--- src/flopRamFifo_settings.svh ---
`ifndef FLOP_RAM_FIFO_SETTINGS_SVH
`define FLOP_RAM_FIFO_SETTINGS_SVH

// ----------------------------------------
// FIFO geometry
// ----------------------------------------

// Number of RAM entries, power of two and at least 2
`define FLOP_RAM_FIFO_DEPTH 8

// Bits per stored word
`define FLOP_RAM_FIFO_WIDTH 16

// ----------------------------------------
// RAM pipeline depths
// ----------------------------------------

// Write pipeline depth, at least 1
`define FLOP_RAM_FIFO_WR_LATENCY 2
// Read pipeline depth, 0 means combinational read
`define FLOP_RAM_FIFO_RD_LATENCY 1

`endif

--- src/flopRamFifoPkg.sv ---
`include "flopRamFifo_settings.svh"

package flopRamFifoPkg;

  // ----------------------------------------
  // Shared datapath types
  // ----------------------------------------

  // One stored word
  typedef logic [`FLOP_RAM_FIFO_WIDTH-1:0] dataWord_t;

  // RAM entry index
  // Depth is a power of two so the address wraps on its own
  typedef logic [$clog2(`FLOP_RAM_FIFO_DEPTH)-1:0] ramAddr_t;

  // Occupancy or free count
  // Needs one extra code so that a full Depth fits
  typedef logic [$clog2(`FLOP_RAM_FIFO_DEPTH + 1)-1:0] slotCount_t;

endpackage

--- src/fifoPushCtrl.sv ---
`timescale 1ns/1ns

module fifoPushCtrl #(
  parameter int WriteLatency = 1
) (
  input  logic                      clk,
  input  logic                      rst,
  input  logic                      inValid,
  input  flopRamFifoPkg::dataWord_t inData,
  output logic                      inReady,
  input  logic                      popRelease,
  output logic                      ramWrValid,
  output flopRamFifoPkg::ramAddr_t  ramWrAddr,
  output flopRamFifoPkg::dataWord_t ramWrData,
  output logic                      pushCommit
);

  // Capacity follows from the address width
  localparam int Depth = 2 ** $bits(flopRamFifoPkg::ramAddr_t);

  logic                       push;
  logic                       readyQ;
  flopRamFifoPkg::slotCount_t freeCount;
  flopRamFifoPkg::slotCount_t freeNext;
  flopRamFifoPkg::ramAddr_t   wrPtr;
  logic [WriteLatency-1:0]    commitPipe;

  // ----------------------------------------
  // Slot accounting
  // ----------------------------------------

  assign push = inValid && readyQ;

  always_comb begin
    freeNext = freeCount;
    if (push) begin
      freeNext = freeNext - flopRamFifoPkg::slotCount_t'(1);
    end
    // A slot comes back only when the output side hands a word on
    if (popRelease) begin
      freeNext = freeNext + flopRamFifoPkg::slotCount_t'(1);
    end
  end

  // Ready is a flop, so it sits low through reset
  always_ff @(posedge clk) begin
    if (rst) begin
      freeCount <= flopRamFifoPkg::slotCount_t'(Depth);
      readyQ    <= 1'b0;
      wrPtr     <= '0;
    end else begin
      freeCount <= freeNext;
      readyQ    <= (freeNext != '0);
      if (push) begin
        wrPtr <= wrPtr + 1'b1;
      end
    end
  end

  assign inReady = readyQ;

  // ----------------------------------------
  // RAM write port and commit delay
  // ----------------------------------------

  assign ramWrValid = push;
  assign ramWrAddr  = wrPtr;
  assign ramWrData  = inData;

  // Word is readable WriteLatency cycles after the write
  always_ff @(posedge clk) begin
    if (rst) begin
      commitPipe <= '0;
    end else begin
      commitPipe <= WriteLatency'({commitPipe, push});
    end
  end

  assign pushCommit = commitPipe[WriteLatency-1];

endmodule

--- src/ramFlops1r1w.sv ---
`timescale 1ns/1ns

module ramFlops1r1w #(
  parameter int Depth        = 8,
  parameter int BitWidth     = 16,
  parameter int WriteLatency = 1,
  parameter int ReadLatency  = 0
) (
  input  logic                      clk,
  input  logic                      rst,
  input  logic                      wrValid,
  input  flopRamFifoPkg::ramAddr_t  wrAddr,
  input  flopRamFifoPkg::dataWord_t wrData,
  input  logic                      rdAddrValid,
  input  flopRamFifoPkg::ramAddr_t  rdAddr,
  output logic                      rdDataValid,
  output flopRamFifoPkg::dataWord_t rdData
);

  logic [BitWidth-1:0]      mem [Depth];

  // Write request as seen by the array
  logic                     memWrValid;
  flopRamFifoPkg::ramAddr_t memWrAddr;
  logic [BitWidth-1:0]      memWrData;

  // ----------------------------------------
  // Write pipeline
  // ----------------------------------------

  // The array flop itself is the last write stage
  if (WriteLatency > 1) begin : gWrPipe
    logic                     validQ [WriteLatency-1];
    flopRamFifoPkg::ramAddr_t addrQ  [WriteLatency-1];
    logic [BitWidth-1:0]      dataQ  [WriteLatency-1];

    always_ff @(posedge clk) begin
      if (rst) begin
        for (int i = 0; i < WriteLatency - 1; i++) begin
          validQ[i] <= 1'b0;
        end
      end else begin
        validQ[0] <= wrValid;
        for (int i = 1; i < WriteLatency - 1; i++) begin
          validQ[i] <= validQ[i-1];
        end
      end
    end

    // Payload stages carry no reset
    always_ff @(posedge clk) begin
      addrQ[0] <= wrAddr;
      dataQ[0] <= wrData;
      for (int i = 1; i < WriteLatency - 1; i++) begin
        addrQ[i] <= addrQ[i-1];
        dataQ[i] <= dataQ[i-1];
      end
    end

    assign memWrValid = validQ[WriteLatency-2];
    assign memWrAddr  = addrQ[WriteLatency-2];
    assign memWrData  = dataQ[WriteLatency-2];
  end else begin : gWrDirect
    assign memWrValid = wrValid;
    assign memWrAddr  = wrAddr;
    assign memWrData  = wrData;
  end

  always_ff @(posedge clk) begin
    if (memWrValid) begin
      mem[memWrAddr] <= memWrData;
    end
  end

  // ----------------------------------------
  // Read pipeline
  // ----------------------------------------

  // Array is read combinationally, stages follow
  if (ReadLatency > 0) begin : gRdPipe
    logic                validQ [ReadLatency];
    logic [BitWidth-1:0] dataQ  [ReadLatency];

    always_ff @(posedge clk) begin
      if (rst) begin
        for (int i = 0; i < ReadLatency; i++) begin
          validQ[i] <= 1'b0;
        end
      end else begin
        validQ[0] <= rdAddrValid;
        for (int i = 1; i < ReadLatency; i++) begin
          validQ[i] <= validQ[i-1];
        end
      end
    end

    always_ff @(posedge clk) begin
      dataQ[0] <= mem[rdAddr];
      for (int i = 1; i < ReadLatency; i++) begin
        dataQ[i] <= dataQ[i-1];
      end
    end

    assign rdDataValid = validQ[ReadLatency-1];
    assign rdData      = dataQ[ReadLatency-1];
  end else begin : gRdDirect
    assign rdDataValid = rdAddrValid;
    assign rdData      = mem[rdAddr];
  end

endmodule

--- src/fifoPopCtrl.sv ---
`timescale 1ns/1ns

module fifoPopCtrl #(
  parameter int ReadLatency = 0
) (
  input  logic                      clk,
  input  logic                      rst,
  input  logic                      pushCommit,
  output logic                      ramRdAddrValid,
  output flopRamFifoPkg::ramAddr_t  ramRdAddr,
  input  logic                      ramRdDataValid,
  input  flopRamFifoPkg::dataWord_t ramRdData,
  output logic                      outValid,
  output flopRamFifoPkg::dataWord_t outData,
  input  logic                      outReady,
  output logic                      popRelease
);

  // One slot per read that can be outstanding, plus the head
  localparam int StageDepth = ReadLatency + 1;
  localparam int PtrW       = (StageDepth > 1) ? $clog2(StageDepth) : 1;
  localparam int CntW       = $clog2(StageDepth + 1);

  flopRamFifoPkg::slotCount_t committedCount;
  flopRamFifoPkg::slotCount_t availCount;
  flopRamFifoPkg::ramAddr_t   rdPtr;
  logic [CntW-1:0]            inFlight;
  logic [CntW-1:0]            stagedCount;
  logic [CntW:0]              reserved;
  logic                       rdIssue;
  logic                       popFire;
  flopRamFifoPkg::dataWord_t  stageMem [StageDepth];
  logic [PtrW-1:0]            headPtr;
  logic [PtrW-1:0]            tailPtr;

  function automatic logic [PtrW-1:0] nextSlot(input logic [PtrW-1:0] ptr);
    if (ptr == PtrW'(StageDepth - 1)) begin
      return '0;
    end else begin
      return ptr + 1'b1;
    end
  endfunction

  // ----------------------------------------
  // Read issue
  // ----------------------------------------

  // Commit arriving this cycle is usable at once
  assign availCount = committedCount + flopRamFifoPkg::slotCount_t'(pushCommit);
  assign reserved   = {1'b0, inFlight} + {1'b0, stagedCount};
  assign rdIssue    = (availCount != '0) && (reserved < (CntW + 1)'(StageDepth));

  assign ramRdAddrValid = rdIssue;
  assign ramRdAddr      = rdPtr;

  always_ff @(posedge clk) begin
    if (rst) begin
      committedCount <= '0;
      inFlight       <= '0;
      stagedCount    <= '0;
      rdPtr          <= '0;
      headPtr        <= '0;
      tailPtr        <= '0;
    end else begin
      committedCount <= availCount - flopRamFifoPkg::slotCount_t'(rdIssue);
      // With zero read latency issue and return cancel out
      inFlight       <= inFlight + CntW'(rdIssue) - CntW'(ramRdDataValid);
      stagedCount    <= stagedCount + CntW'(ramRdDataValid) - CntW'(popFire);
      if (rdIssue) begin
        rdPtr <= rdPtr + 1'b1;
      end
      if (ramRdDataValid) begin
        tailPtr <= nextSlot(tailPtr);
      end
      if (popFire) begin
        headPtr <= nextSlot(headPtr);
      end
    end
  end

  // ----------------------------------------
  // Staging buffer and output
  // ----------------------------------------

  // Room is reserved at issue, so a returning word always fits
  always_ff @(posedge clk) begin
    if (ramRdDataValid) begin
      stageMem[tailPtr] <= ramRdData;
    end
  end

  assign outValid   = (stagedCount != '0);
  assign outData    = stageMem[headPtr];
  assign popFire    = outValid && outReady;
  assign popRelease = popFire;

endmodule

--- src/flopRamFifo.sv ---
`timescale 1ns/1ns

`include "flopRamFifo_settings.svh"

module flopRamFifo (
  input  logic                      clk,
  input  logic                      rst,
  input  logic                      inValid,
  input  flopRamFifoPkg::dataWord_t inData,
  output logic                      inReady,
  output logic                      outValid,
  output flopRamFifoPkg::dataWord_t outData,
  input  logic                      outReady
);

  // ----------------------------------------
  // Internal links
  // ----------------------------------------

  // Write port, push side to RAM
  logic                      ramWrValid;
  flopRamFifoPkg::ramAddr_t  ramWrAddr;
  flopRamFifoPkg::dataWord_t ramWrData;

  // Read request and returning data
  logic                      ramRdAddrValid;
  flopRamFifoPkg::ramAddr_t  ramRdAddr;
  logic                      ramRdDataValid;
  flopRamFifoPkg::dataWord_t ramRdData;

  // Cross notices between the two controllers
  logic                      pushCommit;
  logic                      popRelease;

  fifoPushCtrl #(
    .WriteLatency(`FLOP_RAM_FIFO_WR_LATENCY)
  ) pushCtrl (
    .clk       (clk),
    .rst       (rst),
    .inValid   (inValid),
    .inData    (inData),
    .inReady   (inReady),
    .popRelease(popRelease),
    .ramWrValid(ramWrValid),
    .ramWrAddr (ramWrAddr),
    .ramWrData (ramWrData),
    .pushCommit(pushCommit)
  );

  ramFlops1r1w #(
    .Depth       (`FLOP_RAM_FIFO_DEPTH),
    .BitWidth    (`FLOP_RAM_FIFO_WIDTH),
    .WriteLatency(`FLOP_RAM_FIFO_WR_LATENCY),
    .ReadLatency (`FLOP_RAM_FIFO_RD_LATENCY)
  ) ram (
    .clk        (clk),
    .rst        (rst),
    .wrValid    (ramWrValid),
    .wrAddr     (ramWrAddr),
    .wrData     (ramWrData),
    .rdAddrValid(ramRdAddrValid),
    .rdAddr     (ramRdAddr),
    .rdDataValid(ramRdDataValid),
    .rdData     (ramRdData)
  );

  fifoPopCtrl #(
    .ReadLatency(`FLOP_RAM_FIFO_RD_LATENCY)
  ) popCtrl (
    .clk           (clk),
    .rst           (rst),
    .pushCommit    (pushCommit),
    .ramRdAddrValid(ramRdAddrValid),
    .ramRdAddr     (ramRdAddr),
    .ramRdDataValid(ramRdDataValid),
    .ramRdData     (ramRdData),
    .outValid      (outValid),
    .outData       (outData),
    .outReady      (outReady),
    .popRelease    (popRelease)
  );

endmodule

--- config.mk ---
export PLATFORM = sky130hd
export DESIGN_NAME = flopRamFifo
export DESIGN_NICKNAME = d
export VERILOG_FILES = /design/src/flopRamFifoPkg.sv /design/src/fifoPushCtrl.sv /design/src/ramFlops1r1w.sv /design/src/fifoPopCtrl.sv /design/src/flopRamFifo.sv
export VERILOG_INCLUDE_DIRS = /design/src /design/src/src
export SDC_FILE = /design/constraint.sdc
export NUM_CORES = 1
export LEC_CHECK = 0
export BUFFER_PORTS_ARGS = -buffer_cell sky130_fd_sc_hd__buf_2
export CAP_MARGIN = 15
export CORE_MARGIN = 4
export CORE_UTILIZATION = 65
export DETAILED_ROUTE_END_ITERATION = 10
export PLACE_DENSITY = 0.89
export REMOVE_ABC_BUFFERS = 1
export SYNTH_ARGS = -nofsm -noshare
export SYNTH_HDL_FRONTEND = slang
export SYNTH_SLANG_ARGS = --single-unit
--- constraint.sdc ---
create_clock -name clk -period 6.5 [get_ports clk]
set_clock_uncertainty 0.15 [all_clocks]
set_input_delay 0.65 -clock clk [delete_from_list [all_inputs] [get_ports clk]]
set_output_delay 0.65 -clock clk [all_outputs]
set_load 0.05 [all_outputs]
# --- After elaboration in Yosys (flattened, before gate mapping) ---
# Memory sizes are Yosys's and may differ from the RTL's. A register that Yosys moved wholly into a read port is not among the register bits.
# Cells that the tools add are included.
op_classes:
  magnitude_cmp: 1
  addsub: 13
  mux: 19
  reduce_logical: 8
op_table:
  columns: ["operator", "n"]
  rows:
  - ["2-to-1 mux 1 bit", 15]
  - ["2-to-1 mux 4 bit", 2]
  - ["nonzero test 4 bit", 2]
  - ["adder 3 x 1 -> 3 bit, second input constant", 2]
  - ["2-to-1 mux 3 bit", 2]
  - ["adder 2 x 1 -> 2 bit", 2]
  - ["adder 4 x 1 -> 4 bit", 1]
  - ["adder 4 x 1 -> 4 bit, second input constant", 1]
  - ["subtractor 2 x 1 -> 2 bit", 2]
  - ["subtractor 4 x 1 -> 4 bit", 1]
  - ["subtractor 4 x 1 -> 4 bit, second input constant", 1]
  - ["adder 2 x 2 -> 3 bit", 1]
  - ["logical AND 1 bit", 3]
  - ["< comparator 3 x 2 -> 1 bit, second input constant", 1]
  - ["adder 1 bit, second input constant", 2]
  - ["nonzero test 2 bit", 1]
  - ["OR reduction 1 bit", 2]
word_totals:
  ram_bits: 197
  input_bits: 20
  regBits: 23
  n_memories: 7
memory_table:
  columns: ["memory", "depth", "width", "rd", "rd_clocked_by_memory_dff", "wr", "line_no", "text"]
  rows:
  - ["ram.mem", 8, 16, 1, 1, 1, "ramFlops1r1w.sv:20", "logic [BitWidth-1:0] mem [Depth];"]
  - ["popCtrl.stageMem", 2, 16, 1, 1, 1, "fifoPopCtrl.sv:32", "flopRamFifoPkg::dataWord_t stageMem [StageDepth];"]
  - ["ram.gRdPipe.dataQ", 1, 16, 1, 0, 1, "ramFlops1r1w.sv:82", "logic [BitWidth-1:0] dataQ [ReadLatency];"]
  - ["ram.gWrPipe.dataQ", 1, 16, 1, 0, 1, "ramFlops1r1w.sv:35", "logic [BitWidth-1:0] dataQ [WriteLatency-1];"]
  - ["ram.gWrPipe.addrQ", 1, 3, 1, 0, 1, "ramFlops1r1w.sv:34", "flopRamFifoPkg::ramAddr_t addrQ [WriteLatency-1];"]
  - ["ram.gRdPipe.validQ", 1, 1, 1, 0, 1, "ramFlops1r1w.sv:81", "logic validQ [ReadLatency];"]
  - ["+1 memories", null, null, null, null, null, null, null]

# --- Depth between registers and ports, before layout ---
depth:
  ltp_word: 5
  depth_mapped: 12

# --- Cells and area by module ---
# A second synthesis with hierarchy kept.
unflattened:
  hier_cells: 434
  hier_area_um2: 8259.2
modules_own_cells:
  columns: ["mod", "seq_area_each_um2", "cells_each", "n_inst", "area_per_inst_um2"]
  rows:
  - ["ramFlops1r1w", 4584.4, 237, 1, 5726.7]
  - ["fifoPopCtrl", 1241.2, 123, 1, 1896.8]
  - ["fifoPushCtrl", 200.2, 74, 1, 635.6]

# --- Worst setup path after synthesis ---
# No wires, ideal clock.
synth_timing:
  path_type: "reg-to-reg"
  from: "register popCtrl.committedCount[0]"
  to: "register popCtrl.inFlight[1]"
  t_arrival_ns: 2.219
  stages_incl_launch_ff: 13
  setup_time_ns: 0.128
  required_ns: 6.222
  slack_ns: 4.003
  n_path_buf: 0
  path_cell_list: "dfxtp_1 -> ha_1 -> ha_1 -> xor2_2 -> nor2_2 -> a311oi_4 -> inv_1 -> ha_1 -> inv_1 -> ha_1 -> xor2_1 -> xnor2_1 -> nor2_1"
synth_via:
  elab_chain_len: 5
synth_lines:
  columns: ["element", "line_no", "text"]
  rows:
  - ["from (decl)", "fifoPopCtrl.sv:24", "flopRamFifoPkg::slotCount_t committedCount;"]
  - ["from (signal assigned)", "fifoPopCtrl.sv:65", "committedCount <= availCount - flopRamFifoPkg::slotCount_t'(rdIssue);"]
  - ["adder 4 x 1 -> 4 bit", "fifoPopCtrl.sv:49", "assign availCount = committedCount + flopRamFifoPkg::slotCount_t'(pushCommit);"]
  - ["nonzero test 4 bit", "fifoPopCtrl.sv:51", "assign rdIssue = (availCount != '0) && (reserved < (CntW + 1)'(StageDepth));"]
  - ["logical AND 1 bit", "fifoPopCtrl.sv:51", null]
  - ["named net popCtrl.ramRdAddrValid", "fifoPopCtrl.sv:9", "output logic ramRdAddrValid,"]
  - ["adder 2 x 1 -> 2 bit", "fifoPopCtrl.sv:67", "inFlight <= inFlight + CntW'(rdIssue) - CntW'(ramRdDataValid);"]
  - ["subtractor 2 x 1 -> 2 bit", "fifoPopCtrl.sv:67", null]
  - ["to (signal assigned)", "fifoPopCtrl.sv:67", null]
  - ["to (decl)", "fifoPopCtrl.sv:27", "logic [CntW-1:0] inFlight;"]
# The timed path passes the listed nets, and every way through them passes these cells.
# A chain may end at the register's enable or synchronous reset.

# --- Worst setup path after layout ---
# Same ends and word-level chain as after synthesis.

==> summary.md <==
| Metric | Value |
|---|---|
| Status | `finished, final reports clean` |
| Synth Area in Adders | `0.02135` |
| Drc violations | `0` |
| Die width | `around 120 µm` |
| Setup Viol. Count Final | `0` |
| Grt ovf | `0` |
| Endpoints failing hold | `0` |
| Area occupied by registers | `around 0.006 mm²` |
| Starting density of the core | `0.6635` |
| Max-cap violations | `0` |
| Reg power frac | `0.468` |
| Synth warn | `0` |
| Core Area | `0.01201 mm²` |
| Worst Tran Pin Value | `around 1.1 ns` |
| Leading post-synthesis cells by cell area | `edfxtp_1, dfxtp_1, mux4_2` |
| Crit path launch type | `flip-flop` |
| Count leader, synth | `edfxtp_1` |
| Number of routed nets with antenna violations | `0` |
| Sequential area share after synthesis | `0.7611` |
| First-pass GRT wire length | `approximately 22 mm` |
| Multi-input logic area | `between 0.0015 and 0.002 mm²` |
| H-tree levels | `1` |
| Post-Synth XOR/XNOR Area | `0.02292` |
| Worst hold slack | `between 0.1 and 0.15 ns` |
| Worst Hold Class | `primary input to flip-flop` |
| Worst-path clk slew | `~0.070 ns` |
| Post-CTS Resized | `0` |
| Avg Inst Size Synth | `19.21 µm²` |
| Overall Global Routing Usage | `0.2087` |
| Layout cells sized above 1 | `0.3132` |
| Dpl cells | `between 500 and 600` |
| Worst vdd ir | `approximately 0.22 mV` |
| Longest Clk Path Bufs | `3` |
| CTS tree | `done` |
| Row Count | `40` |
| Yosys top cell area share | `0.6028` |
| Tmin final | `between 2 and 3 ns` |
| WL/cell | `roughly 23 µm` |
| Vias per cell | `a little over 6` |
| Critical path type | `flip-flop to flip-flop` |
| Total CTS buffers | `21` |
| Clock network fraction of total power | `0.282` |
| Drt total wl | `14.15 mm` |
| Count of flip-flops with a built-in enable after synthesis | `160` |
| Gp weighted congestion | `0.6958` |
| Main combinational cell family by area after synthesis | `multiplexers` |
| CP endpoint kind | `flip-flop` |
| CP max stage cell | `a311oi_4` |
| Compound-cell area share of the yosys netlist | `0.01193` |
| RSZ-0062 raised after global routing | `no` |
| Worst-path fanout max | `6` |
| Via Count | `between 3000 and 4000` |
| Setup repair bufs after CTS | `0` |
| Area share of and/or/nand/nor cells after synthesis | `0.03391` |
| DR pass1 iterations | `7` |
| ANT cells | `0` |
| Pint | `around 2800 µW` |
| Number of global-route vias before repair | `3899` |
| Final #Nets | `a little under 500` |
| Mux share of post-synthesis cell area | `0.1369` |
| Critical Path RT | `between 6 and 7 ns` |
| #FFs+latches synth | `between 200 and 250` |
| Hold Buf Count CTS | `0` |
| Synthesized area | `around 0.008 mm²` |
| Synth-to-layout area growth | `13.11%` |
| Synth unique cells | `33` |
| Pins Over Slew Limit | `0` |
| Largest net degree at the start of global routing | `33` |
| Switch Pwr | `between 1000 and 1500 µW` |
| Top cells by count, synth | `edfxtp_1, dfxtp_1, mux2_2, mux4_2, nor2_1` |
| Pwr dens | `~450 mW/mm²` |
| Critical Path AT | `just over 3 ns` |
| Filler Cell Count | `between 600 and 700` |
| FFs w/ async S/R, synth | `0` |
| Io pins | `38` |
| Detailed Route Iter0 Violations | `367` |
| Post-DP HPWL | `~8.0 mm` |
| Rel. slew slack | `0.2789` |
| CP peak stage delay | `roughly 0.5 ns` |
| Final worst-path cycle share | `0.4464` |
| Logic pwr share | `0.250` |
| Worst-path cell chain | `ha_1 > ha_1 > xor2_2 > nor2_2 > a311oi_4 > inv_1 > ha_1 > inv_1 > ha_1 > xor2_1 > xnor2_1 > nor2_1` |
| Post-Layout Cell Count | `626` |
| Setup TNS | `0 ns` |
| Clock latency on the worst-skew pair | `between 0.4 and 0.5 ns` |
| Area leader, netlist | `edfxtp_1` |
| PortBufs | `37` |
| Static Leakage | `0.003103 µW` |
| Die Y | `roughly 120 µm` |
| Root Driver | `clkbuf_16` |
| Dominant synthesized flop cell | `edfxtp_1` |
| Initial antenna violation count | `0` |
| Max Fclk | `0.3446 GHz` |
| Switching part of the total | `0.2975` |
| Clock sinks | `approximately 220` |
| Die Area | `~0.014 mm²` |
| Synth Instances | `415` |
| Cell with the most instances on the worst path | `ha_1` |
## logic make-up (layout without fill, tap and decap cells)
logic type,Yosys count,in the layout
xor+xnor,20,20
compound gates,12,12
mux,65,65
flops,223,223
fa+ha+maj,13,13
simple gates,58,58
buf+inv,24,88
## sequential cells by signal, indices dropped and copies added, names as in the netlist, 3 cells and up, named ones only
register and cells:
popCtrl.committedCount 4, popCtrl.ramRdAddr 3, popCtrl.stageMem 32, pushCtrl.freeCount 4
pushCtrl.ramWrAddr 3, ram.gRdPipe.dataQ 16, ram.gWrPipe.addrQ 3, ram.gWrPipe.dataQ 16
ram.mem 128
## cell usage in the layout (no fill, tap or decap), drive strengths merged, types with 3 or more instances in the layout
cell type  instances
edfxtp           160
xor2               8
clkinv             3
buf               40
nand2b             5
nor3               3
mux2              32
inv               13
mux4              32
nand3              4
nor2              26
o21ai              3
nor2b              4
clkbuf            32
xnor2             12
a21oi              3
dfxtp             63
ha                12
nand2             11
## routing by layer
layer  part of all wire  global-route usage  up-vias
met2               0.50              0.3425      161
met3              0.066             0.04067       44
met5                  0                   0        -
li1                   -                   -     1684
met4              0.031             0.06300        0
met1               0.40              0.2886     1902
## per-stage QoR
step / total power (µW) / worst slack (ns) / area, µm² / utilization
3_5_place_dp: 2901 / 3.768 / 8335 / 0.6940
2_1_floorplan: 2659 / 3.889 / 7913 / -
5_1_grt: 4235 / 3.453 / 9015 / 0.7505
4_1_cts: 4069 / 3.605 / 8995 / 0.7489
3_3_place_gp: 2833 / 3.924 / 8335 / 0.6940
6_report: 4055 / 3.598 / 9015 / 0.7505
## critical path, delay by kind of cell, from the launching register on
kind            cells  cell delay (ns)
buf+inv             2             0.18
compound gates      1             0.50
fa+ha+maj           4             0.91
xor+xnor            3             0.60
simple gates        2             0.15
flops               1             0.30
## power by group through the flow
stage / Combinational (µW) / Sequential, µW / Clock (µW)
after floorplan: 732 / 1930 / 0
after global placement: 901 / 1930 / 0
after detailed placement: 949 / 1950 / 0
after CTS: 981 / 1930 / 1160
after global routing: 1080 / 1920 / 1230
final: 1010 / 1900 / 1150
## final timing paths
kind	start	to	slack, ns	depth (start not counted)
min	inData[11]	ram.gWrPipe.dataQ[0][11]$_DFF_P_	0.11	1
max	popCtrl.committedCount[0]$_SDFF_PP0_	popCtrl.inFlight[1]$_SDFF_PP0_	3.60	12
min reg2reg	pushCtrl.ramWrAddr[2]$_SDFFE_PP0P_	ram.gWrPipe.addrQ[0][2]$_DFF_P_	0.23	0
max reg2reg	popCtrl.committedCount[0]$_SDFF_PP0_	popCtrl.inFlight[1]$_SDFF_PP0_	3.60	12
## area by class of cell
class / instances / area share
sequential: 223 / 0.6730
multi-input combinational: 168 / 0.2049
clock buffer: 32 / 0.06842
timing repair buffer: 40 / 0.02443
tap: 147 / 0.02040
clock inverter: 6 / 0.004719
inverter: 10 / 0.004164
(Power assumes the default switching activity.)
